===== src/logic/uarch_pkg.sv =====
// Microarchitecture package for the out-of-order issue back end
// Sizes, typed widths, opcode fields and micro-op encoding

package uarch_pkg;

  // ---------------------------------------------------------------------
  // Sizes
  // ---------------------------------------------------------------------
  localparam int NUM_PIPES   = 3;
  localparam int NUM_AREGS   = 32;
  localparam int NUM_PREGS   = 48;
  localparam int NUM_FREE    = NUM_PREGS - NUM_AREGS;
  localparam int MUL_LATENCY = 3;

  // ---------------------------------------------------------------------
  // Widths
  // ---------------------------------------------------------------------
  typedef logic [31:0]                          word_t;
  typedef logic [4:0]                           arch_reg_t;
  typedef logic [$clog2(NUM_PREGS)-1:0]         preg_t;
  typedef logic [4:0]                           seq_num_t;
  typedef logic [NUM_PIPES-1:0]                 pipe_mask_t;
  typedef logic [$clog2(NUM_PIPES)-1:0]         pipe_idx_t;
  typedef logic [$clog2(NUM_FREE)-1:0]          free_ptr_t;
  typedef logic [$clog2(NUM_FREE+1)-1:0]        free_cnt_t;
  typedef logic [$clog2(MUL_LATENCY+1)-1:0]     lat_t;

  // Micro-ops of the supported subset
  typedef enum logic [1:0] {
    UOP_ADD,
    UOP_ADDI,
    UOP_MUL
  } uop_e;

  // Instruction encoding fields
  localparam logic [6:0] OPC_OP        = 7'b0110011;
  localparam logic [6:0] OPC_OP_IMM    = 7'b0010011;
  localparam logic [6:0] FUNCT7_MULDIV = 7'b0000001;

endpackage


===== src/logic/msg_pkg.sv =====
// Message package for the issue back end
// Packed structs carried on the fetch, issue and completion paths

package msg_pkg;

  // Fetch to decode
  typedef struct packed {
    uarch_pkg::word_t    inst;
    uarch_pkg::word_t    pc;
    uarch_pkg::seq_num_t seq_num;
  } fetch_msg_t;

  // Decode to execute pipe
  typedef struct packed {
    uarch_pkg::word_t     pc;
    uarch_pkg::seq_num_t  seq_num;
    uarch_pkg::uop_e      uop;
    uarch_pkg::word_t     op1;
    uarch_pkg::word_t     op2;
    uarch_pkg::arch_reg_t waddr;
    uarch_pkg::preg_t     preg;
    uarch_pkg::preg_t     ppreg;
    logic                 wen;
  } issue_msg_t;

  // Completion notification, also used for pipe results
  typedef struct packed {
    uarch_pkg::seq_num_t  seq_num;
    uarch_pkg::arch_reg_t waddr;
    uarch_pkg::word_t     wdata;
    logic                 wen;
    uarch_pkg::preg_t     preg;
  } complete_msg_t;

endpackage


===== src/logic/writeback_arbiter.sv =====
// Writeback arbiter
// Round-robin pick of one finished pipe per cycle; writes the register
// file, releases the old register and registers the completion pulse

`timescale 1ns/1ps

module writeback_arbiter (
  input  logic                   clk,
  input  logic                   rst,
  input  uarch_pkg::pipe_mask_t  res_val,
  input  msg_pkg::complete_msg_t res_msg   [uarch_pkg::NUM_PIPES],
  input  uarch_pkg::preg_t       res_ppreg [uarch_pkg::NUM_PIPES],
  output uarch_pkg::pipe_mask_t  res_ack,
  output logic                   wb_en,
  output uarch_pkg::preg_t       wb_preg,
  output uarch_pkg::word_t       wb_data,
  output logic                   free_en,
  output uarch_pkg::preg_t       free_preg,
  output logic                   complete_val,
  output msg_pkg::complete_msg_t complete_msg
);

  uarch_pkg::pipe_idx_t   last_q;
  uarch_pkg::pipe_idx_t   grant_idx;
  logic                   found;
  msg_pkg::complete_msg_t sel_msg;

  // Search starts one past the last grant
  always_comb begin
    int idx;
    found     = 1'b0;
    grant_idx = last_q;
    for (int i = 1; i <= uarch_pkg::NUM_PIPES; i++) begin
      idx = (int'(last_q) + i) % uarch_pkg::NUM_PIPES;
      if (!found && res_val[idx]) begin
        found     = 1'b1;
        grant_idx = uarch_pkg::pipe_idx_t'(idx);
      end
    end
  end

  always_comb begin
    res_ack = '0;
    if (found) begin
      res_ack[grant_idx] = 1'b1;
    end
  end

  assign sel_msg   = res_msg[grant_idx];
  assign wb_en     = found && sel_msg.wen;
  assign wb_preg   = sel_msg.preg;
  assign wb_data   = sel_msg.wdata;
  assign free_en   = wb_en;
  assign free_preg = res_ppreg[grant_idx];

  always_ff @(posedge clk) begin
    if (rst) begin
      complete_val <= 1'b0;
      last_q       <= uarch_pkg::pipe_idx_t'(uarch_pkg::NUM_PIPES - 1);
    end else begin
      complete_val <= found;
      if (found) begin
        last_q <= grant_idx;
      end
    end
  end

  always_ff @(posedge clk) begin
    if (found) begin
      complete_msg <= sel_msg;
    end
  end

endmodule


===== config.mk =====
export PLATFORM = sky130hd
export DESIGN_NAME = writeback_arbiter
export DESIGN_NICKNAME = d
export VERILOG_FILES = /design/src/logic/uarch_pkg.sv /design/src/logic/msg_pkg.sv /design/src/logic/writeback_arbiter.sv
export SDC_FILE = /design/constraint.sdc
export NUM_CORES = 1
export LEC_CHECK = 0
export BUFFER_PORTS_ARGS = -buffer_cell sky130_fd_sc_hd__buf_2
export CAP_MARGIN = 20
export CORE_AREA = 2 2 112 114
export DETAILED_ROUTE_END_ITERATION = 6
export DIE_AREA = 0 0 114 116
export PLACE_DENSITY = 0.73
export RECOVER_POWER = 50
export SYNTH_ARGS = -nofsm -noshare
export SYNTH_HDL_FRONTEND = slang
export SYNTH_SLANG_ARGS = --single-unit

===== constraint.sdc =====
create_clock -name clk -period 3.2 [get_ports clk]
set_input_delay 0.16 -clock clk [delete_from_list [all_inputs] [get_ports clk]]
set_output_delay 0.16 -clock clk [all_outputs]
set_load 0.05 [all_outputs]

==> results by group <==
Outcome
  – Status: complete, no violations

Setup path
  – CP max-delay cell: o41ai_2
  – WP data arrival: about 2900 ps
  – CP max FO: 22
  – Req. time, crit path: 3040 ps
  – CP bufs+invs: 3
  – Startpoint types: register
  – Top delay family on crit path: compound AO/OA/AOI/OAI gates
  – Largest stage delay, worst path: 450 ps
  – Critical path class: reg2out
  – Critical Path Sink Type: output port
  – CP cell instances: inv_1 -> ha_2 -> mux2i_4 -> o21ai_4 -> o41ai_2 -> a21oi_4 -> buf_12 -> mux2i_1 -> a211oi_4 -> clkbuf_4

Yosys
  – Cell area after synthesis: approximately 3500 um^2
  – Cell taking the most area after synthesis: edfxtp_1
  – Asr flop ratio synth: 0
  – Post-synthesis sequential area ratio: 0.435
  – Yosys reg bits: 52
  – Synth Instances: 328
  – Ys Warns: 0
  – Yosys top cell area share: 0.417
  – Ranking of synthesized cells by area: edfxtp_1 42%, mux2i_1 17%, o22ai_1 9.6%
  – Syn Area/Cell: 10.7 um^2
  – Top FF cell, synth: edfxtp_1
  – Mapped Nets: 502
  – Number of enable flip-flop cells after synthesis: 49
  – Yosys cell types: 34

Routing
  – Post-DRT Antenna Nets: 0
  – Initial DRC Count: between 100 and 150
  – First-pass DRT Iterations: 4
  – DRC Markers: 0
  – Vias: ~3300
  – Final wirelength: around 11000 um
  – Routed len/inst: approximately 16 um
  – Vias per cell: 4.78

Cells and area
  – Nets: 723
  – Reg area: 1530 um^2
  – Finished Layout Cells: approximately 700
  – ANT cells: 0
  – Area of the multi-input gates: 1540 um^2
  – Layout cells sized above 1: 0.456
  – P&R area growth vs syn: 37.6%
  – Final Util: 0.407
  – Fillers: 1162

Clock tree
  – H-tree Lvls: 2
  – CTS Buf Count: 5
  – # clock sinks: 52
  – Setup bufs post-CTS: 0
  – TritonCTS clock tree: yes
  – Clk_lat worst skew: approximately 290 ps
  – Clk slew on worst S/H paths: roughly 70 ps
  – Clock root cell: clkbuf_16
  – CTS max path bufs: 2

Timing
  – Least-Margin Pin Slew: 684 ps
  – Rel. slew slack: 0.546
  – Period minus WS final: 3090 ps
  – RSZ-0062 raised after global routing: true
  – Worst hold margin: 51.0 ps
  – Max Slew Vio Count: 0
  – Final clock skew: 5.88 ps
  – Hold Violations, Final: 0
  – Fmax achieved: ~0.32 GHz
  – Final period util: 0.966
  – Finish-stage setup viols: 0

GRT
  – Initial antenna violation count: 0
  – Largest net degree at the start of global routing: 63
  – First-pass GRT wire length: approximately 16000 um
  – Gr usage total: 0.151
  – Number of global-route vias before repair: 3283
  – Gr ovfl total: 0

Placement
  – GP Congestion: a little under 0.9
  – Post-Place Cells: 689
  – I/O Buffers: 268
  – DP HPWL: approximately 8600 um

Die
  – Die width: 114 um
  – IO Pins: between 200 and 300
  – Die footprint: roughly 13000 um^2
  – Core Area: between 10000 and 15000 um^2
  – Chip Height: 116 um
  – FP Rows: 40
  – Initial core utilization: 0.296

Hold path
  – Hold WC Path Type: in2reg

Run
  – Max-cap violations: 0
layer usage:
metal,GRT usage,up-vias,wire (um)
li1,-,1617,-
met1,0.176,1557,4440
met2,0.281,146,5700
met3,0.0209,15,596
met4,0.0561,0,226
met5,0,-,0
sequential cells by signal, indices dropped and copies added (netlist names):
name and cells:
last_q 2, complete_msg 49, complete_val 1
cells in the final DEF (no fill, tap or decap), types with 2 or more instances in the layout:
| cell | n |
|---|---|
| and3_1 | 2 |
| mux2i_1 | 58 |
| nor2_1 | 2 |
| nand2_1 | 56 |
| nor2b_1 | 2 |
| ha_1 | 2 |
| dfxtp_1 | 3 |
| clkbuf_1 | 51 |
| buf_4 | 7 |
| buf_12 | 2 |
| clkbuf_16 | 5 |
| edfxtp_1 | 49 |
| inv_1 | 6 |
| mux2i_4 | 2 |
| clkbuf_4 | 4 |
| a21oi_1 | 2 |
| o21a_1 | 2 |
| buf_2 | 212 |
| o22ai_1 | 54 |
synthesized netlist by cell type (all sizes together) (2+ instances only):
| cell | count |
|---|---|
| buf | 64 |
| inv | 7 |
| nand2 | 56 |
| and3 | 2 |
| dfxtp | 3 |
| o21ai | 4 |
| nor2 | 2 |
| a21oi | 3 |
| nor3 | 2 |
| edfxtp | 49 |
| nand3b | 2 |
| o21a | 2 |
| nor2b | 2 |
| ha | 4 |
| mux2i | 61 |
| o22ai | 54 |
path summary, 6_finish.rpt:
check	end	depth (start not counted)	slack (ps)	start
max	wb_en	10	110	last_q[1]
min	last_q[0]	2	50	rst
max reg2reg	complete_msg[43]	10	510	last_q[1]
min reg2reg	last_q[1]	3	890	last_q[1]
worst register-to-register path, stage by stage (launching register included):
cell and delay (ps):
dfxtp_1 360, inv_1 100, ha_2 280, mux2i_1 350, o21a_1 240, o41ai_2 120, a21oi_4 190, buf_12 230
buf_4 240, mux2i_1 210, o22ai_1 120
area by class of cell:
cell class                 count  area share
inverter                       7     0.00542
clock inverter                 2     0.00232
tap                          147      0.0379
timing repair buffer         278       0.294
multi-input combinational    205       0.318
sequential                    52       0.316
clock buffer                   6      0.0266
cells by family (layout without fill, tap and decap cells):
family / Yosys count / after routing / synth area share
flops: 52 / 52 / 0.435
buf+inv: 71 / 293 / 0.151
fa+ha+maj: 4 / 4 / 0.0142
simple gates: 70 / 70 / 0.0856
mux: 62 / 62 / 0.180
compound gates: 69 / 69 / 0.135
per-stage QoR:
stage                     setup TNS (ps)  setup WS, ps  area [um^2]
after detailed placement               0           143         4700
after global placement                 0           294         4700
after floorplan                        0          20.3         3550
after CTS                              0          18.0         4850
final                                  0           110         4850
after global routing                -102         -30.5         4850
timing repair:
item                       in CTS  in global routing
hold buffers                    0                  0
setup endpoints to repair      34                 43
resized for setup               3                 18
Power is not shown: default switching activity piles up to over one toggle a cycle in this logic, so the estimate is an artifact.
