File: src/logic/uarch_pkg.sv
// Microarchitecture package for the out-of-order issue back end
// Sizes, typed widths, opcode fields and micro-op encoding

package uarch_pkg;

  // ---------------------------------------------------------------------
  // Sizes
  // ---------------------------------------------------------------------
  localparam int NUM_PIPES   = 3;
  localparam int NUM_AREGS   = 32;
  localparam int NUM_PREGS   = 48;
  localparam int NUM_FREE    = NUM_PREGS - NUM_AREGS;
  localparam int MUL_LATENCY = 3;

  // ---------------------------------------------------------------------
  // Widths
  // ---------------------------------------------------------------------
  typedef logic [31:0]                          word_t;
  typedef logic [4:0]                           arch_reg_t;
  typedef logic [$clog2(NUM_PREGS)-1:0]         preg_t;
  typedef logic [4:0]                           seq_num_t;
  typedef logic [NUM_PIPES-1:0]                 pipe_mask_t;
  typedef logic [$clog2(NUM_PIPES)-1:0]         pipe_idx_t;
  typedef logic [$clog2(NUM_FREE)-1:0]          free_ptr_t;
  typedef logic [$clog2(NUM_FREE+1)-1:0]        free_cnt_t;
  typedef logic [$clog2(MUL_LATENCY+1)-1:0]     lat_t;

  // Micro-ops of the supported subset
  typedef enum logic [1:0] {
    UOP_ADD,
    UOP_ADDI,
    UOP_MUL
  } uop_e;

  // Instruction encoding fields
  localparam logic [6:0] OPC_OP        = 7'b0110011;
  localparam logic [6:0] OPC_OP_IMM    = 7'b0010011;
  localparam logic [6:0] FUNCT7_MULDIV = 7'b0000001;

endpackage

File: src/logic/msg_pkg.sv
// Message package for the issue back end
// Packed structs carried on the fetch, issue and completion paths

package msg_pkg;

  // Fetch to decode
  typedef struct packed {
    uarch_pkg::word_t    inst;
    uarch_pkg::word_t    pc;
    uarch_pkg::seq_num_t seq_num;
  } fetch_msg_t;

  // Decode to execute pipe
  typedef struct packed {
    uarch_pkg::word_t     pc;
    uarch_pkg::seq_num_t  seq_num;
    uarch_pkg::uop_e      uop;
    uarch_pkg::word_t     op1;
    uarch_pkg::word_t     op2;
    uarch_pkg::arch_reg_t waddr;
    uarch_pkg::preg_t     preg;
    uarch_pkg::preg_t     ppreg;
    logic                 wen;
  } issue_msg_t;

  // Completion notification, also used for pipe results
  typedef struct packed {
    uarch_pkg::seq_num_t  seq_num;
    uarch_pkg::arch_reg_t waddr;
    uarch_pkg::word_t     wdata;
    logic                 wen;
    uarch_pkg::preg_t     preg;
  } complete_msg_t;

endpackage

File: src/logic/exec_pipe.sv
// Execute pipe
// Holds one operation, computes its result on entry and presents it
// after the op latency until the writeback arbiter acks it

`timescale 1ns/1ps

module exec_pipe (
  input  logic                   clk,
  input  logic                   rst,
  input  msg_pkg::issue_msg_t    issue_msg,
  input  logic                   issue_val,
  output logic                   issue_rdy,
  output logic                   res_val,
  output msg_pkg::complete_msg_t res_msg,
  output uarch_pkg::preg_t       res_ppreg,
  input  logic                   res_ack
);

  logic            busy_q;
  uarch_pkg::lat_t cnt_q;
  uarch_pkg::lat_t lat;
  uarch_pkg::word_t result;

  assign issue_rdy = !busy_q;
  assign res_val   = busy_q && (cnt_q == '0);

  assign lat = (issue_msg.uop == uarch_pkg::UOP_MUL) ?
               uarch_pkg::lat_t'(uarch_pkg::MUL_LATENCY) : uarch_pkg::lat_t'(1);

  // Low 32 bits of the product for MUL
  assign result = (issue_msg.uop == uarch_pkg::UOP_MUL) ?
                  issue_msg.op1 * issue_msg.op2 : issue_msg.op1 + issue_msg.op2;

  always_ff @(posedge clk) begin
    if (rst) begin
      busy_q <= 1'b0;
      cnt_q  <= '0;
    end else if (issue_val && issue_rdy) begin
      busy_q <= 1'b1;
      cnt_q  <= lat;
    end else if (busy_q && cnt_q != '0) begin
      cnt_q <= cnt_q - 1'b1;
    end else if (res_val && res_ack) begin
      busy_q <= 1'b0;
    end
  end

  // Result payload
  always_ff @(posedge clk) begin
    if (issue_val && issue_rdy) begin
      res_msg.seq_num <= issue_msg.seq_num;
      res_msg.waddr   <= issue_msg.waddr;
      res_msg.wdata   <= result;
      res_msg.wen     <= issue_msg.wen;
      res_msg.preg    <= issue_msg.preg;
      res_ppreg       <= issue_msg.ppreg;
    end
  end

endmodule

File: config.mk
export PLATFORM = sky130hd
export DESIGN_NAME = exec_pipe
export DESIGN_NICKNAME = d
export VERILOG_FILES = /design/src/logic/uarch_pkg.sv /design/src/logic/msg_pkg.sv /design/src/logic/exec_pipe.sv
export SDC_FILE = /design/constraint.sdc
export NUM_CORES = 1
export LEC_CHECK = 0
export ABC_AREA = 1
export BUFFER_PORTS_ARGS = -buffer_cell sky130_fd_sc_hd__buf_4
export CAP_MARGIN = 25
export CORE_ASPECT_RATIO = 0.8
export CORE_MARGIN = 1
export CORE_UTILIZATION = 40
export DETAILED_ROUTE_END_ITERATION = 8
export RECOVER_POWER = 50
export SYNTH_ARGS = -nofsm -noshare
export SYNTH_HDL_FRONTEND = slang
export SYNTH_SLANG_ARGS = --single-unit
File: constraint.sdc
create_clock -name clk -period 14.3 [get_ports clk]
set_input_delay 2.86 -clock clk [delete_from_list [all_inputs] [get_ports clk]]
set_output_delay 2.86 -clock clk [all_outputs]
set_load 0.05 [all_outputs]
==> impl_metrics.prom <==
# TYPE chip_impl_metric gauge
chip_impl_metric{name="ios",unit=""} 182
chip_impl_metric{name="path_max_fanout",unit=""} 24
chip_impl_metric{name="routed_wire_per_std_cell",unit="um"} 18.04
chip_impl_metric{name="number_of_antenna_violations_at_the_first_check_in_global_routing",unit=""} 2
chip_impl_info{name="hp-class",value="reg -> reg"} 1
chip_impl_metric{name="cts_num_sinks",unit=""} 58
chip_impl_metric{name="grtUsageTotal",unit="%"} 24.95
chip_impl_metric{name="achievable-frequency",unit="MHz"} 101.5
chip_impl_metric{name="layout_worst_path_cycle_share",unit="%"} 68.88
chip_impl_metric{name="fin_tns_setup",unit="ns"} 0
chip_impl_metric{name="overflow_left_after_global_routing",unit=""} 0
chip_impl_info{name="final_common_cell",value="inv_1"} 1
chip_impl_metric{name="flop_and_latch_count_out_of_synthesis",unit=""} 58
chip_impl_metric{name="clock_insertion_delay_worst_skew",unit="ns"} 0.33
chip_impl_metric{name="routed_wl",unit="um"} 62950
chip_impl_metric{name="route.antenna.remaining_nets",unit=""} 0
chip_impl_metric{name="post_synth_fa_ha_maj_area_fraction",unit="%"} 48.99
chip_impl_metric{name="worst_slew_pin_slew",unit="ns"} 1.000
chip_impl_metric{name="cts_made_buffers",unit=""} 9
chip_impl_metric{name="area_growth",unit="%"} 8.183
chip_impl_metric{name="post-cts-setup-buffers",unit=""} 0
chip_impl_metric{name="timing.clock.skew",unit="ns"} 0.006845
chip_impl_info{name="worstSetupPathType",value="in -> reg"} 1
chip_impl_metric{name="ctsLongestPathBuffers",unit=""} 2
chip_impl_metric{name="grt_max_degree",unit=""} 43
chip_impl_metric{name="max-slew-margin-rel",unit="%"} 33.23
chip_impl_metric{name="via_count",unit=""} 17400
chip_impl_metric{name="port-buffer-count",unit=""} 149
chip_impl_metric{name="timing.critical_path.arrival",unit="ns"} 9.87
chip_impl_metric{name="die_area",unit="um^2"} 52600
chip_impl_metric{name="worstPathRequired",unit="ns"} 14.32
chip_impl_metric{name="die_height",unit="um"} 205.3
chip_impl_info{name="top_cell_type_by_total_area_after_synthesis",value="fa_1"} 1
chip_impl_metric{name="final_layout_size_suffix_gt1_share",unit="%"} 6.027
chip_impl_metric{name="clk_pin_slew",unit="ns"} 0.05
chip_impl_info{name="cp-end-kind",value="register"} 1
chip_impl_metric{name="synth_fp_nets",unit=""} 3433
chip_impl_metric{name="synth_simple_gate_area_share",unit="%"} 18.70
chip_impl_info{name="largest_family_of_logic_cells_by_synthesized_area",value="adder cells"} 1
chip_impl_metric{name="critical-path-max-stage-delay",unit="ns"} 0.59
chip_impl_metric{name="detailedRoute.firstIterationViolations",unit=""} 1231
chip_impl_metric{name="viasPerCell",unit=""} 4.985
chip_impl_metric{name="yosys-mux-area-fraction",unit="%"} 0.05447
chip_impl_metric{name="timing.hold.ws",unit="ns"} 0.5036
chip_impl_info{name="rsz0062_at_grt",value="no"} 1
chip_impl_info{name="tritoncts",value="built"} 1
chip_impl_metric{name="floorplan.die.width",unit="um"} 256.2
chip_impl_metric{name="place_congestion",unit=""} 0.9198
chip_impl_metric{name="setup_violations",unit=""} 0
chip_impl_metric{name="cts_repair_resize_count",unit=""} 0
chip_impl_metric{name="synthesized_area",unit="um^2"} 20670
chip_impl_metric{name="layout_min_cycle_time",unit="ns"} 9.850
chip_impl_info{name="run_status",value="completed"} 1
chip_impl_metric{name="post-dp-hpwl",unit="um"} 50030
chip_impl_info{name="timing.critical_path.slowest_stage_cell",value="fa_1"} 1
chip_impl_metric{name="core_utilization_of_the_finished_layout",unit="%"} 43.84
chip_impl_metric{name="holdBufCountCts",unit=""} 0
chip_impl_info{name="startpoint_type",value="input pin"} 1
chip_impl_metric{name="fin_nets",unit=""} 3488
chip_impl_metric{name="max_cap_violations",unit=""} 0
chip_impl_metric{name="post-route-drc-count",unit=""} 0
chip_impl_metric{name="final_hold_vios",unit=""} 0
chip_impl_info{name="netlist_top_cells_area",value="fa_1 (40%), inv_1 (15%), nand2_1 (14%), ha_1 (9.4%), edfxtp_1 (8.0%)"} 1
chip_impl_metric{name="initial_core_utilization",unit="%"} 40.52
chip_impl_metric{name="yosys_warnings",unit=""} 0
chip_impl_metric{name="grt_first_pass_wirelength",unit="um"} 100500
chip_impl_metric{name="drtPass1Iterations",unit=""} 5
chip_impl_info{name="cp_common_cell",value="fa_1"} 1
chip_impl_metric{name="worst-path-buf-inv",unit=""} 6
chip_impl_metric{name="compound_gate_fraction_of_synth_area",unit="%"} 5.931
chip_impl_metric{name="post_synthesis_cell_type_count",unit=""} 48
chip_impl_metric{name="num_rows",unit=""} 74
chip_impl_metric{name="synth_largest_type_area_fraction",unit="%"} 39.61
chip_impl_info{name="clockRootBuffer",value="clkbuf_16"} 1
chip_impl_info{name="cpLargestDelayFamily",value="adder cells"} 1
chip_impl_metric{name="seq_area_frac_synth",unit="%"} 8.279
chip_impl_metric{name="postSynthCellCount",unit=""} 2744
chip_impl_metric{name="synth_xor_area_share",unit="%"} 0.9744
chip_impl_info{name="layout_common_cells",value="inv_1 (802), nand2_1 (772), fa_1 (409)"} 1
chip_impl_metric{name="average_cell_area_after_synthesis",unit="um^2"} 7.534
chip_impl_metric{name="htree_levels",unit=""} 3
chip_impl_metric{name="via_count_of_the_first_global_routing_pass",unit=""} 17930
chip_impl_metric{name="floorplan.core_area",unit="um^2"} 51020
chip_impl_metric{name="final_max_slew_viol_count",unit=""} 0
==> tightest hold or removal path, delay by kind of cell (launching register included) <==
kind	cells	cell delay, ns
AO/OA/AOI/OAI	1	0.08
buffers and inverters	1	0.08
flip-flops	1	0.29
==> final cells by class <==
cell class / instances / area [um^2]
Antenna cell: 2 / 5.005
Inverter: 809 / 3037
Multi-Input combinational cell: 1770 / 15430
Sequential cell: 58 / 1712
Timing Repair Buffer: 151 / 1011
Tap cell: 684 / 855.8
Clock buffer: 10 / 229.0
Clock inverter: 6 / 81.33
Fill cell: 5100 / 28650
==> sequential cells by signal, indices dropped and copies added, names as in the netlist <==
| register | cells |
|---|---|
| res_msg | 49 |
| busy_q | 1 |
| cnt_q | 2 |
| res_ppreg | 6 |
==> worst paths after layout <==
path / startpoint / depth (start not counted) / slack, ns / to
worst max-delay path: issue_msg[59] / 25 / 4.45 / res_msg[36]
worst min-delay path: cnt_q[0] / 2 / 0.50 / cnt_q[0]
worst max register to register: busy_q / 4 / 12.46 / res_msg[27]
worst min register to register: cnt_q[0] / 2 / 0.50 / cnt_q[0]
==> layer usage <==
| layer | up-vias | global-route usage, % | share of wire [%] |
|---|---|---|---|
| met2 | 677 | 39.28 | 44 |
| met4 | 0 | 4.705 | 1.8 |
| met3 | 67 | 3.634 | 8.7 |
| met5 | - | 0 | 0 |
| li1 | 8021 | - | - |
| met1 | 8631 | 36.58 | 46 |
==> cell usage after synthesis (all sizes together) <==
master  number
nor2        70
nor4         4
nand3       78
edfxtp      55
a21oi       93
xor2         8
nand2      783
ha         155
a21boi       2
clkbuf      79
fa         409
a31oi        4
o21bai      10
nand3b       7
mux2         1
o22ai        3
o21ai       84
o21a         5
and2         2
clkinv       1
nand2b       1
or2          5
o2111a       1
nand4        5
o221ai       1
inv        808
a21o         9
a221o        1
a221oi       3
nor3        10
dfxtp        3
xnor2       15
buf         28
a211oi       1
==> cell families (layout without fill, tap and decap cells) <==
family / after synthesis / in the layout
buf+inv: 916 / 976
xor+xnor: 23 / 23
simple gates: 965 / 965
other cells: 0 / 2
compound gates: 217 / 217
flops: 58 / 58
fa+ha+maj: 564 / 564
mux: 1 / 1
==> per-stage QoR <==
step,setup WS [ns],instance area (um^2),cells
2_1_floorplan,5.178,20670,2744
3_3_place_gp,4.283,22170,3471
3_5_place_dp,4.256,22190,3472
4_1_cts,4.581,22500,3488
5_1_grt,4.192,22370,3490
6_report,4.450,22370,3490
Power is left out: the tool's default activity adds up to more than one toggle a clock period on the data nets, which glitch-free logic cannot reach.
