<file path="src/logic/uarch_pkg.sv">
// Microarchitecture package for the out-of-order issue back end
// Sizes, typed widths, opcode fields and micro-op encoding

package uarch_pkg;

  // ---------------------------------------------------------------------
  // Sizes
  // ---------------------------------------------------------------------
  localparam int NUM_PIPES   = 3;
  localparam int NUM_AREGS   = 32;
  localparam int NUM_PREGS   = 48;
  localparam int NUM_FREE    = NUM_PREGS - NUM_AREGS;
  localparam int MUL_LATENCY = 3;

  // ---------------------------------------------------------------------
  // Widths
  // ---------------------------------------------------------------------
  typedef logic [31:0]                          word_t;
  typedef logic [4:0]                           arch_reg_t;
  typedef logic [$clog2(NUM_PREGS)-1:0]         preg_t;
  typedef logic [4:0]                           seq_num_t;
  typedef logic [NUM_PIPES-1:0]                 pipe_mask_t;
  typedef logic [$clog2(NUM_PIPES)-1:0]         pipe_idx_t;
  typedef logic [$clog2(NUM_FREE)-1:0]          free_ptr_t;
  typedef logic [$clog2(NUM_FREE+1)-1:0]        free_cnt_t;
  typedef logic [$clog2(MUL_LATENCY+1)-1:0]     lat_t;

  // Micro-ops of the supported subset
  typedef enum logic [1:0] {
    UOP_ADD,
    UOP_ADDI,
    UOP_MUL
  } uop_e;

  // Instruction encoding fields
  localparam logic [6:0] OPC_OP        = 7'b0110011;
  localparam logic [6:0] OPC_OP_IMM    = 7'b0010011;
  localparam logic [6:0] FUNCT7_MULDIV = 7'b0000001;

endpackage

</file>
<file path="src/logic/msg_pkg.sv">
// Message package for the issue back end
// Packed structs carried on the fetch, issue and completion paths

package msg_pkg;

  // Fetch to decode
  typedef struct packed {
    uarch_pkg::word_t    inst;
    uarch_pkg::word_t    pc;
    uarch_pkg::seq_num_t seq_num;
  } fetch_msg_t;

  // Decode to execute pipe
  typedef struct packed {
    uarch_pkg::word_t     pc;
    uarch_pkg::seq_num_t  seq_num;
    uarch_pkg::uop_e      uop;
    uarch_pkg::word_t     op1;
    uarch_pkg::word_t     op2;
    uarch_pkg::arch_reg_t waddr;
    uarch_pkg::preg_t     preg;
    uarch_pkg::preg_t     ppreg;
    logic                 wen;
  } issue_msg_t;

  // Completion notification, also used for pipe results
  typedef struct packed {
    uarch_pkg::seq_num_t  seq_num;
    uarch_pkg::arch_reg_t waddr;
    uarch_pkg::word_t     wdata;
    logic                 wen;
    uarch_pkg::preg_t     preg;
  } complete_msg_t;

endpackage

</file>
<file path="src/logic/decode_issue_unit.sv">
// Decode and issue unit
// Holds one fetched instruction, decodes ADD/ADDI/MUL, reads operands,
// renames the destination and steers to the lowest-index idle pipe

`timescale 1ns/1ps

module decode_issue_unit (
  input  logic                  clk,
  input  logic                  rst,
  // Fetch handshake
  input  msg_pkg::fetch_msg_t   fetch_msg,
  input  logic                  fetch_val,
  output logic                  fetch_rdy,
  // Issue to the pipes
  output msg_pkg::issue_msg_t   issue_msg,
  output uarch_pkg::pipe_mask_t issue_val,
  input  uarch_pkg::pipe_mask_t issue_rdy,
  // Rename table
  output uarch_pkg::arch_reg_t  rs1,
  output uarch_pkg::arch_reg_t  rs2,
  output uarch_pkg::arch_reg_t  rd,
  output logic                  rename_en,
  input  uarch_pkg::preg_t      prs1,
  input  uarch_pkg::preg_t      prs2,
  input  uarch_pkg::preg_t      prd_old,
  input  uarch_pkg::preg_t      prd_new,
  input  logic                  free_avail,
  // Register file
  output uarch_pkg::preg_t      raddr1,
  output uarch_pkg::preg_t      raddr2,
  output uarch_pkg::preg_t      raddr3,
  input  uarch_pkg::word_t      rdata1,
  input  uarch_pkg::word_t      rdata2,
  input  logic                  rrdy1,
  input  logic                  rrdy2,
  input  logic                  rrdy3,
  output logic                  clr_en,
  output uarch_pkg::preg_t      clr_preg
);

  logic                 dec_val_q;
  msg_pkg::fetch_msg_t  dec_msg_q;
  uarch_pkg::uop_e      uop;
  uarch_pkg::word_t     imm;
  logic [6:0]           opcode;
  logic [6:0]           funct7;
  logic                 renames;
  logic                 src_ok;
  logic                 dst_ok;
  logic                 issue_fire;
  uarch_pkg::pipe_mask_t pick;

  // ----------------------------------------------------------------------
  // Decode register
  // ----------------------------------------------------------------------
  assign fetch_rdy = !dec_val_q || issue_fire;

  always_ff @(posedge clk) begin
    if (rst) begin
      dec_val_q <= 1'b0;
    end else if (fetch_val && fetch_rdy) begin
      dec_val_q <= 1'b1;
    end else if (issue_fire) begin
      dec_val_q <= 1'b0;
    end
  end

  always_ff @(posedge clk) begin
    if (fetch_val && fetch_rdy) begin
      dec_msg_q <= fetch_msg;
    end
  end

  // ----------------------------------------------------------------------
  // Decoder
  // ----------------------------------------------------------------------
  assign opcode = dec_msg_q.inst[6:0];
  assign funct7 = dec_msg_q.inst[31:25];
  assign rd     = dec_msg_q.inst[11:7];
  assign rs1    = dec_msg_q.inst[19:15];
  assign rs2    = dec_msg_q.inst[24:20];
  assign imm    = {{20{dec_msg_q.inst[31]}}, dec_msg_q.inst[31:20]};

  always_comb begin
    if (opcode == uarch_pkg::OPC_OP_IMM) begin
      uop = uarch_pkg::UOP_ADDI;
    end else if (opcode == uarch_pkg::OPC_OP && funct7 == uarch_pkg::FUNCT7_MULDIV) begin
      uop = uarch_pkg::UOP_MUL;
    end else begin
      uop = uarch_pkg::UOP_ADD;
    end
  end

  // x0 keeps its fixed mapping
  assign renames = (rd != '0);

  // ----------------------------------------------------------------------
  // Stall and steering
  // ----------------------------------------------------------------------
  assign raddr1 = prs1;
  assign raddr2 = prs2;
  assign raddr3 = prd_old;

  // rs2 field of ADDI is immediate bits
  assign src_ok = rrdy1 && (uop == uarch_pkg::UOP_ADDI || rrdy2);
  // Previous writer of rd must be done before its register may be freed
  assign dst_ok = !renames || (free_avail && rrdy3);

  assign issue_fire = dec_val_q && src_ok && dst_ok && (issue_rdy != '0);

  // Lowest set bit of the idle mask
  assign pick      = issue_rdy & uarch_pkg::pipe_mask_t'(~issue_rdy + 1'b1);
  assign issue_val = issue_fire ? pick : '0;

  assign rename_en = issue_fire && renames;
  assign clr_en    = rename_en;
  assign clr_preg  = prd_new;

  always_comb begin
    issue_msg.pc      = dec_msg_q.pc;
    issue_msg.seq_num = dec_msg_q.seq_num;
    issue_msg.uop     = uop;
    issue_msg.op1     = rdata1;
    issue_msg.op2     = (uop == uarch_pkg::UOP_ADDI) ? imm : rdata2;
    issue_msg.waddr   = rd;
    issue_msg.preg    = renames ? prd_new : prd_old;
    issue_msg.ppreg   = prd_old;
    issue_msg.wen     = renames;
  end

endmodule

</file>
<file path="config.mk">
export PLATFORM = sky130hd
export DESIGN_NAME = decode_issue_unit
export DESIGN_NICKNAME = d
export VERILOG_FILES = /design/src/logic/uarch_pkg.sv /design/src/logic/msg_pkg.sv /design/src/logic/decode_issue_unit.sv
export SDC_FILE = /design/constraint.sdc
export NUM_CORES = 1
export LEC_CHECK = 0
export BUFFER_PORTS_ARGS = -buffer_cell sky130_fd_sc_hd__buf_2
export CAP_MARGIN = 20
export CORE_AREA = 2 2 129 131
export DETAILED_ROUTE_END_ITERATION = 7
export DIE_AREA = 0 0 131 133
export PLACE_DENSITY_LB_ADDON = 0.05
export REMOVE_ABC_BUFFERS = 1
export SYNTH_ARGS = -nofsm -noshare
export SYNTH_HDL_FRONTEND = slang
export SYNTH_SLANG_ARGS = --single-unit
export TNS_END_PERCENT = 100
</file>
<file path="constraint.sdc">
create_clock -name clk -period 5.4 [get_ports clk]
set_input_delay 0.27 -clock clk [delete_from_list [all_inputs] [get_ports clk]]
set_output_delay 0.27 -clock clk [all_outputs]
set_load 0.005 [all_outputs]
</file>
==> impl_metrics.csv, run 1 <==
group,metric,value,unit
detailed_routing,first_pass_iters,4,
logic_synthesis,syn-mean-instance-area,13.4,µm²
job,maxCapViolCount,0,
pwr,p_seq_frac,0.485,
worst_setup_path,regToRegSetupSlack,2920,ps
clock_network,h-tree-depth,3,
timing,post-route-period-util,0.459,
worst_setup_path,worst-path-buf-inv,1,
worst_setup_path,worstRegToRegCells,4,
logic_synthesis,yosys.area.top_type,"edfxtp_1",
detailed_routing,vias,2384,
final_layout,nets,558,
worst_setup_path,reg2reg_to,"issue_msg[118]",
global_routing,gr-max-usage-layer,"met2",
placed_design,placed_cells,600,
pwr,leakagePower,0.00203,µW
clock_network,cts.sink_count,67,
final_layout,post-route-util,0.270,
pwr,peakVddDrop,0.000140,V
floorplanning,die_height,133,µm
pwr,power_frac_clock,0.402,
logic_synthesis,synth.distinct_cells,27,
worst_hold_path,whs_path_depth,1,
logic_synthesis,yosys.area_share.simple,0.0427,
logic_synthesis,synth_top_family_by_area,"buffers and inverters",
pwr,p_switching,288,µW
floorplanning,initial_utilization,0.219,
clock_network,cts_buffer_depth,2,
detailed_routing,wl,11100,µm
placed_design,dp_hpwl,8900,µm
detailed_routing,drc_errors,0,
placed_design,port_buffers,241,
global_routing,grtUsageMet2,0.161,
timing,maxSlewHeadroom,0.414,
clock_network,clkLatencyLatePin,320,ps
logic_synthesis,syn-cell-area,3550,µm²
timing,rsz0062_at_grt,"no",
logic_synthesis,synth_edf_count,66,
logic_synthesis,yosys-top-cells-count,"buf_4, edfxtp_1, a21o_1",
global_routing,grt_first_pass_wirelength,14700,µm
worst_setup_path,crit_path_start_kind,"flop",
worst_setup_path,r2r_start,"issue_msg[13]",
logic_synthesis,ys_warn_count,0,
final_layout,layout-drive-gt1-share,0.705,
global_routing,grt.met1_usage,0.142,
floorplanning,core_region_area,16200,µm²
final_layout,synthToLayoutAreaGrowth,23.1,%
logic_synthesis,ys_seq_area_frac,0.564,
worst_hold_path,min_from,"fetch_msg[58]",
timing,hold_viol_final,0,
logic_synthesis,synth.most_common_cell,"buf_4",
worst_setup_path,critPathKind,"flop to flop",
floorplanning,die_w,131,µm
detailed_routing,routed_via_density,3.87,
timing,fmax,404,MHz
floorplanning,rows,47,
clock_network,cts_resized,0,
clock_network,tritoncts,"built",
status,status,"complete, no violations",
clock_network,cts_root_buf,"clkbuf_16",
logic_synthesis,synthMuxAreaShare,0.0539,
floorplanning,dieArea,17400,µm²
pwr,intPower,996,µW
worst_hold_path,holdPathEnd,"rs2[1]",
global_routing,antenna_found_initial,0,
detailed_routing,drt_iter0_markers,73,
logic_synthesis,synth_compound_area_frac,0.0677,
worst_setup_path,crit_family,"buffers and inverters",
worst_setup_path,critical_path.max_fanout,66,
pwr,swShare,0.224,
clock_network,post_cts_buffers,0,
final_layout,antenna_cells,0,
worst_setup_path,critPathSlowestCell,"buf_4",
final_layout,layout.cells.non_filler,616,
floorplanning,ios,333,
detailed_routing,wl_per_cell,18.0,µm
global_routing,track_usage,0.120,
timing,final-setup-viol-count,0,
worst_setup_path,crit_required,5350,ps
logic_synthesis,synth_xor_area_frac,0,
timing,skew,4.59,ps
logic_synthesis,synth-seq-cells,67,
worst_setup_path,cp.depth,4,
worst_setup_path,cpPeakStageDelay,730,ps
logic_synthesis,netlist.area_leader.share,0.559,
worst_setup_path,cp_data_arrival_time,2420,ps
logic_synthesis,postSynthCellCount,265,
logic_synthesis,async_flop_share,0,
global_routing,grt_max_degree,67,
timing,period_needed,2480,ps
detailed_routing,drtAntennaViolNets,0,
clock_network,numCtsBuffers,9,
worst_hold_path,hp-class,"input pin to flop",
placed_design,gp_congestion,0.670,
timing,worst_pin_slew,879,ps
logic_synthesis,synth_top_flop_cell,"edfxtp_1",
global_routing,grt_pass1_vias,2429,
clock_network,hold_buffers,0,
logic_synthesis,synth_area_leaders,"edfxtp_1, buf_4, mux2_2",
logic_synthesis,synthAdderAreaFrac,0,
worst_setup_path,endpoint_kind,"flop",
worst_setup_path,cp_cell_sequence,"nor4_2 -> a22oi_2 -> a2111oi_4 -> buf_4",
timing,slew_viol_final,0,
clock_network,clk_pin_slew_worst_paths,60,ps
pwr,combPwrFrac,0.113,
global_routing,grt-ovfl-total,0,
pwr,power.density,294,nW/µm²
global_routing,use_met3,0.0954,
[registers in the layout (all words and copies together) (netlist names)]
name / count
dec_msg_q: 14
issue_msg: 42
rs1: 5
dec_val_q: 1
rs2: 5
[layer usage]
layer	share of wire	wire length, µm
met5	0.0098	109
met4	0.011	121
met3	0.18	2010
met2	0.40	4460
met1	0.40	4410
[cell type report]
class                           count  area, µm²
Fill cell                        1699      11800
Sequential cell                    67       2000
Timing Repair Buffer              242       1210
Multi-Input combinational cell     66        596
Tap cell                          220        275
Clock buffer                       11        233
Clock inverter                      5       30.0
Inverter                            5       18.8
[worst max path at each step]
stage               slack (ps)           from             end
floorplan                 -170  issue_msg[13]   dec_msg_q[37]
global placement          2870  issue_msg[13]   issue_msg[84]
detailed placement        2870  issue_msg[13]          rs1[4]
CTS                       2860  issue_msg[13]   issue_msg[96]
global route              2700  issue_msg[13]   issue_msg[92]
finish                    2920  issue_msg[13]  issue_msg[118]
[worst reg2reg max path, delay by kind of cell (launching register included)]
| kind | cells | cell delay [ps] |
|---|---|---|
| simple gates | 1 | 350 |
| compound gates | 2 | 570 |
| flops | 1 | 400 |
| buf+inv | 1 | 730 |
[per-stage QoR]
stage                     area, µm²  power, µW  setup slack (ps)  hold slack [ps]  TNS (ps)
final                          4370       1280              2920              116         0
after global routing           4370       1350              2700             99.1         0
after CTS                      4370       1310              2860             95.0         0
after detailed placement       4110        782              2870              448         0
after global placement         4110        783              2870              446         0
after floorplan                2600        678              -169              369    -11120
[cell families (layout without fill, tap and decap cells)]
| logic type | count (synthesis) | count (layout) |
|---|---|---|
| buffers and inverters | 132 | 263 |
| flip-flops | 67 | 67 |
| AO/OA/AOI/OAI | 28 | 28 |
| multiplexers | 17 | 17 |
| AND/OR/NAND/NOR | 21 | 21 |
[power groups by stage]
| stage | logic (µW) | registers [µW] | clock network (µW) |
|---|---|---|---|
| 2_1_floorplan | 38.7 | 639 | 0 |
| 6_report | 145 | 622 | 516 |
| 3_5_place_dp | 149 | 633 | 0 |
| 3_3_place_gp | 151 | 633 | 0 |
| 5_1_grt | 164 | 625 | 564 |
| 4_1_cts | 149 | 623 | 542 |
[layout by cell type (no fill, tap or decap), types with 2 or more instances in the layout]
cell / n
a21oi_1: 2
nor4_1: 4
nor4b_1: 2
clkbuf_16: 9
clkinv_2: 2
inv_1: 5
buf_2: 241
edfxtp_1: 66
nor2_1: 4
a21o_1: 21
nand2_1: 2
and2_1: 2
mux2_2: 17
clkbuf_1: 2
Note: power is estimated with default switching activity, not from simulation.
==> run 2: changes to the inputs <==
Settings changed: ABC_AREA set to 1.
Clock period 5.4 ns to 2 ns, I/O delays scaled along.
==> impl_metrics.csv, run 2 <==
group,metric,value,unit
floorplanning,initial_utilization,0.219,
clock_network,numCtsBuffers,9,
final_layout,final_common_cell,"buf_2",
final_layout,synthToLayoutAreaGrowth,43.9,%
detailed_routing,wl_per_cell,15.9,µm
pwr,p_switching,821,µW
worst_setup_path,critical_path.max_fanout,21,
final_layout,fill_cells,1680,
timing,slew_viol_final,0,
placed_design,placed_cells,665,
floorplanning,die_height,133,µm
logic_synthesis,yosys-top-cells-count,"buf_4, nand2_1, edfxtp_1",
final_layout,layout-drive-gt1-share,0.513,
placed_design,dp_slack,224,ps
final_layout,nets,690,
pwr,intPower,2760,µW
logic_synthesis,synth.most_common_cell,"buf_4",
logic_synthesis,netlist.area_leader.share,0.561,
final_layout,largest_register_ffs,42,
worst_setup_path,crit_family,"simple AND/OR/NAND/NOR gates",
global_routing,grt_pass1_vias,2795,
pwr,power,3580,µW
status,status,"complete, no violations",
logic_synthesis,ys_seq_area_frac,0.566,
timing,post-route-period-util,0.906,
worst_setup_path,worst-path-buf-inv,4,
final_layout,seq_area,2000,µm²
global_routing,grt_first_pass_wirelength,16700,µm
clock_network,post_cts_buffers,0,
logic_synthesis,ys_warn_count,0,
placed_design,dp_hpwl,9290,µm
clock_network,cts_buffer_depth,2,
detailed_routing,first_pass_iters,4,
timing,final-setup-viol-count,0,
worst_setup_path,crit_required,1900,ps
floorplanning,rows,47,
worst_setup_path,cpPeakStageDelay,380,ps
timing,timing.final.ws_setup,187,ps
clock_network,tritoncts,"built",
timing,period_needed,1810,ps
logic_synthesis,synth_edf_count,66,
timing,hold_viol_final,0,
final_layout,antenna_cells,0,
timing,rsz0062_at_grt,"no",
floorplanning,die_w,131,µm
logic_synthesis,async_flop_share,0,
detailed_routing,drtAntennaViolNets,0,
global_routing,grt_max_degree,40,
worst_setup_path,critPathSlowestCell,"edfxtp_1",
clock_network,cts_root_buf,"clkbuf_16",
clock_network,cts.sink_count,67,
final_layout,multi_input_area,553,µm²
pwr,peakVddDrop,0.000479,V
timing,fmax,552,MHz
worst_setup_path,endpoint_kind,"primary output",
detailed_routing,wl,11900,µm
timing,worst_pin_slew,255,ps
worst_setup_path,cp_data_arrival_time,1710,ps
logic_synthesis,synth-seq-cells,67,
worst_hold_path,hp-class,"input pin to flop",
global_routing,antenna_found_initial,0,
worst_setup_path,crit_path_start_kind,"flop",
pwr,combPwrFrac,0.136,
logic_synthesis,synth_top_flop_cell,"edfxtp_1",
floorplanning,dieArea,17400,µm²
placed_design,port_buffers,241,
placed_design,gp_congestion,0.746,
pwr,power_frac_clock,0.398,
logic_synthesis,syn-cell-area,3530,µm²
detailed_routing,vias,2815,
global_routing,grt-ovfl-total,0,
logic_synthesis,yosys.area.top_type,"edfxtp_1",
detailed_routing,drc_errors,0,
final_layout,layout.cells.non_filler,748,
clock_network,clkLatencyLatePin,340,ps
floorplanning,core_region_area,16200,µm²
timing,maxSlewHeadroom,0.830,
pwr,leakagePower,0.00247,µW
pwr,p_seq_frac,0.465,
clock_network,clk_pin_slew_worst_paths,50,ps
job,maxCapViolCount,0,
logic_synthesis,postSynthCellCount,325,
floorplanning,ios,333,
detailed_routing,routed_via_density,3.76,
logic_synthesis,synth.distinct_cells,21,
timing,skew,7.37,ps
global_routing,track_usage,0.135,
logic_synthesis,syn-mean-instance-area,10.9,µm²
pwr,swShare,0.229,
pwr,power.density,704,nW/µm²
detailed_routing,drt_iter0_markers,79,
clock_network,h-tree-depth,3,
worst_setup_path,cp_cell_sequence,"inv_1 -> nand2_1 -> nor2_4 -> nand2_8 -> buf_4 -> clkinv_4 -> nand2_8 -> nand2_1 -> buf_2",
final_layout,final_cell_mix,"buf_2, nand2_1, dlygate4sd3_1",
logic_synthesis,synth_area_leaders,"edfxtp_1, buf_4, nand2_1",
worst_setup_path,critPathKind,"flop to primary output",
-- run 2: path summary, 6_finish.rpt --
kind | start | end | slack [ps] | depth (start not counted)
setup / recovery | dec_msg_q[42] | issue_msg[41] | 190 | 9
hold / removal | fetch_val | dec_val_q | 70 | 3
setup reg to reg | dec_msg_q[42] | issue_msg[98] | 250 | 8
hold reg to reg | dec_val_q | dec_val_q | 530 | 2
-- run 2: tightest hold or removal path, delay by kind of cell --
kind | cells | cell delay (ps)
compound gates | 1 | 130
buf+inv | 2 | 130
-- run 2: what timing repair did --
item / 4_1_cts / 5_1_grt
resized for setup: 0 / 1
hold buffers: 67 / 0
hold endpoints to repair: 67 / 0
endpoints found under the setup margin: 0 / 18
-- run 2: per-layer routing --
metal / vias to the layer above / track usage / share of wire
li1: 1325 / - / -
met1: 1247 / 0.149 / 0.39
met2: 222 / 0.181 / 0.41
met3: 17 / 0.119 / 0.18
met4: 4 / 0.0455 / 0.014
met5: - / 0.0676 / 0.012
-- run 2: power groups by stage --
| stage | Combinational (µW) | Sequential [µW] | Clock, µW |
|---|---|---|---|
| 2_1_floorplan | 96.1 | 1710 | 0 |
| 3_3_place_gp | 397 | 1690 | 0 |
| 3_5_place_dp | 392 | 1690 | 0 |
| 4_1_cts | 496 | 1670 | 1500 |
| 5_1_grt | 547 | 1680 | 1550 |
| 6_report | 488 | 1670 | 1430 |
-- run 2: cell type report --
cell class	instances	area share
Tap cell	220	0.0541
Clock inverter	7	0.00836
Timing Repair Buffer	313	0.381
Clock buffer	9	0.0443
Inverter	12	0.00984
Multi-Input combinational cell	120	0.109
Sequential cell	67	0.394
-- run 2: per-stage QoR --
step | area, µm² | hold WS (ps) | TNS (ps) | utilization
final | 5090 | 72.9 | 0 | 0.315
after global routing | 5090 | 97.2 | 0 | 0.315
after CTS | 5080 | 64.2 | 0 | 0.314
after detailed placement | 4140 | 200 | 0 | 0.256
after global placement | 4140 | 200 | 0 | 0.256
after floorplan | 2590 | 169 | -89320 | -
-- run 2: logic make-up (layout without fill, tap and decap cells) --
kind of cell	count (synthesis)	count (layout)	share of synthesized area
compound gates	6	6	0.00956
simple gates	114	114	0.142
flops	67	67	0.566
buf+inv	138	341	0.282
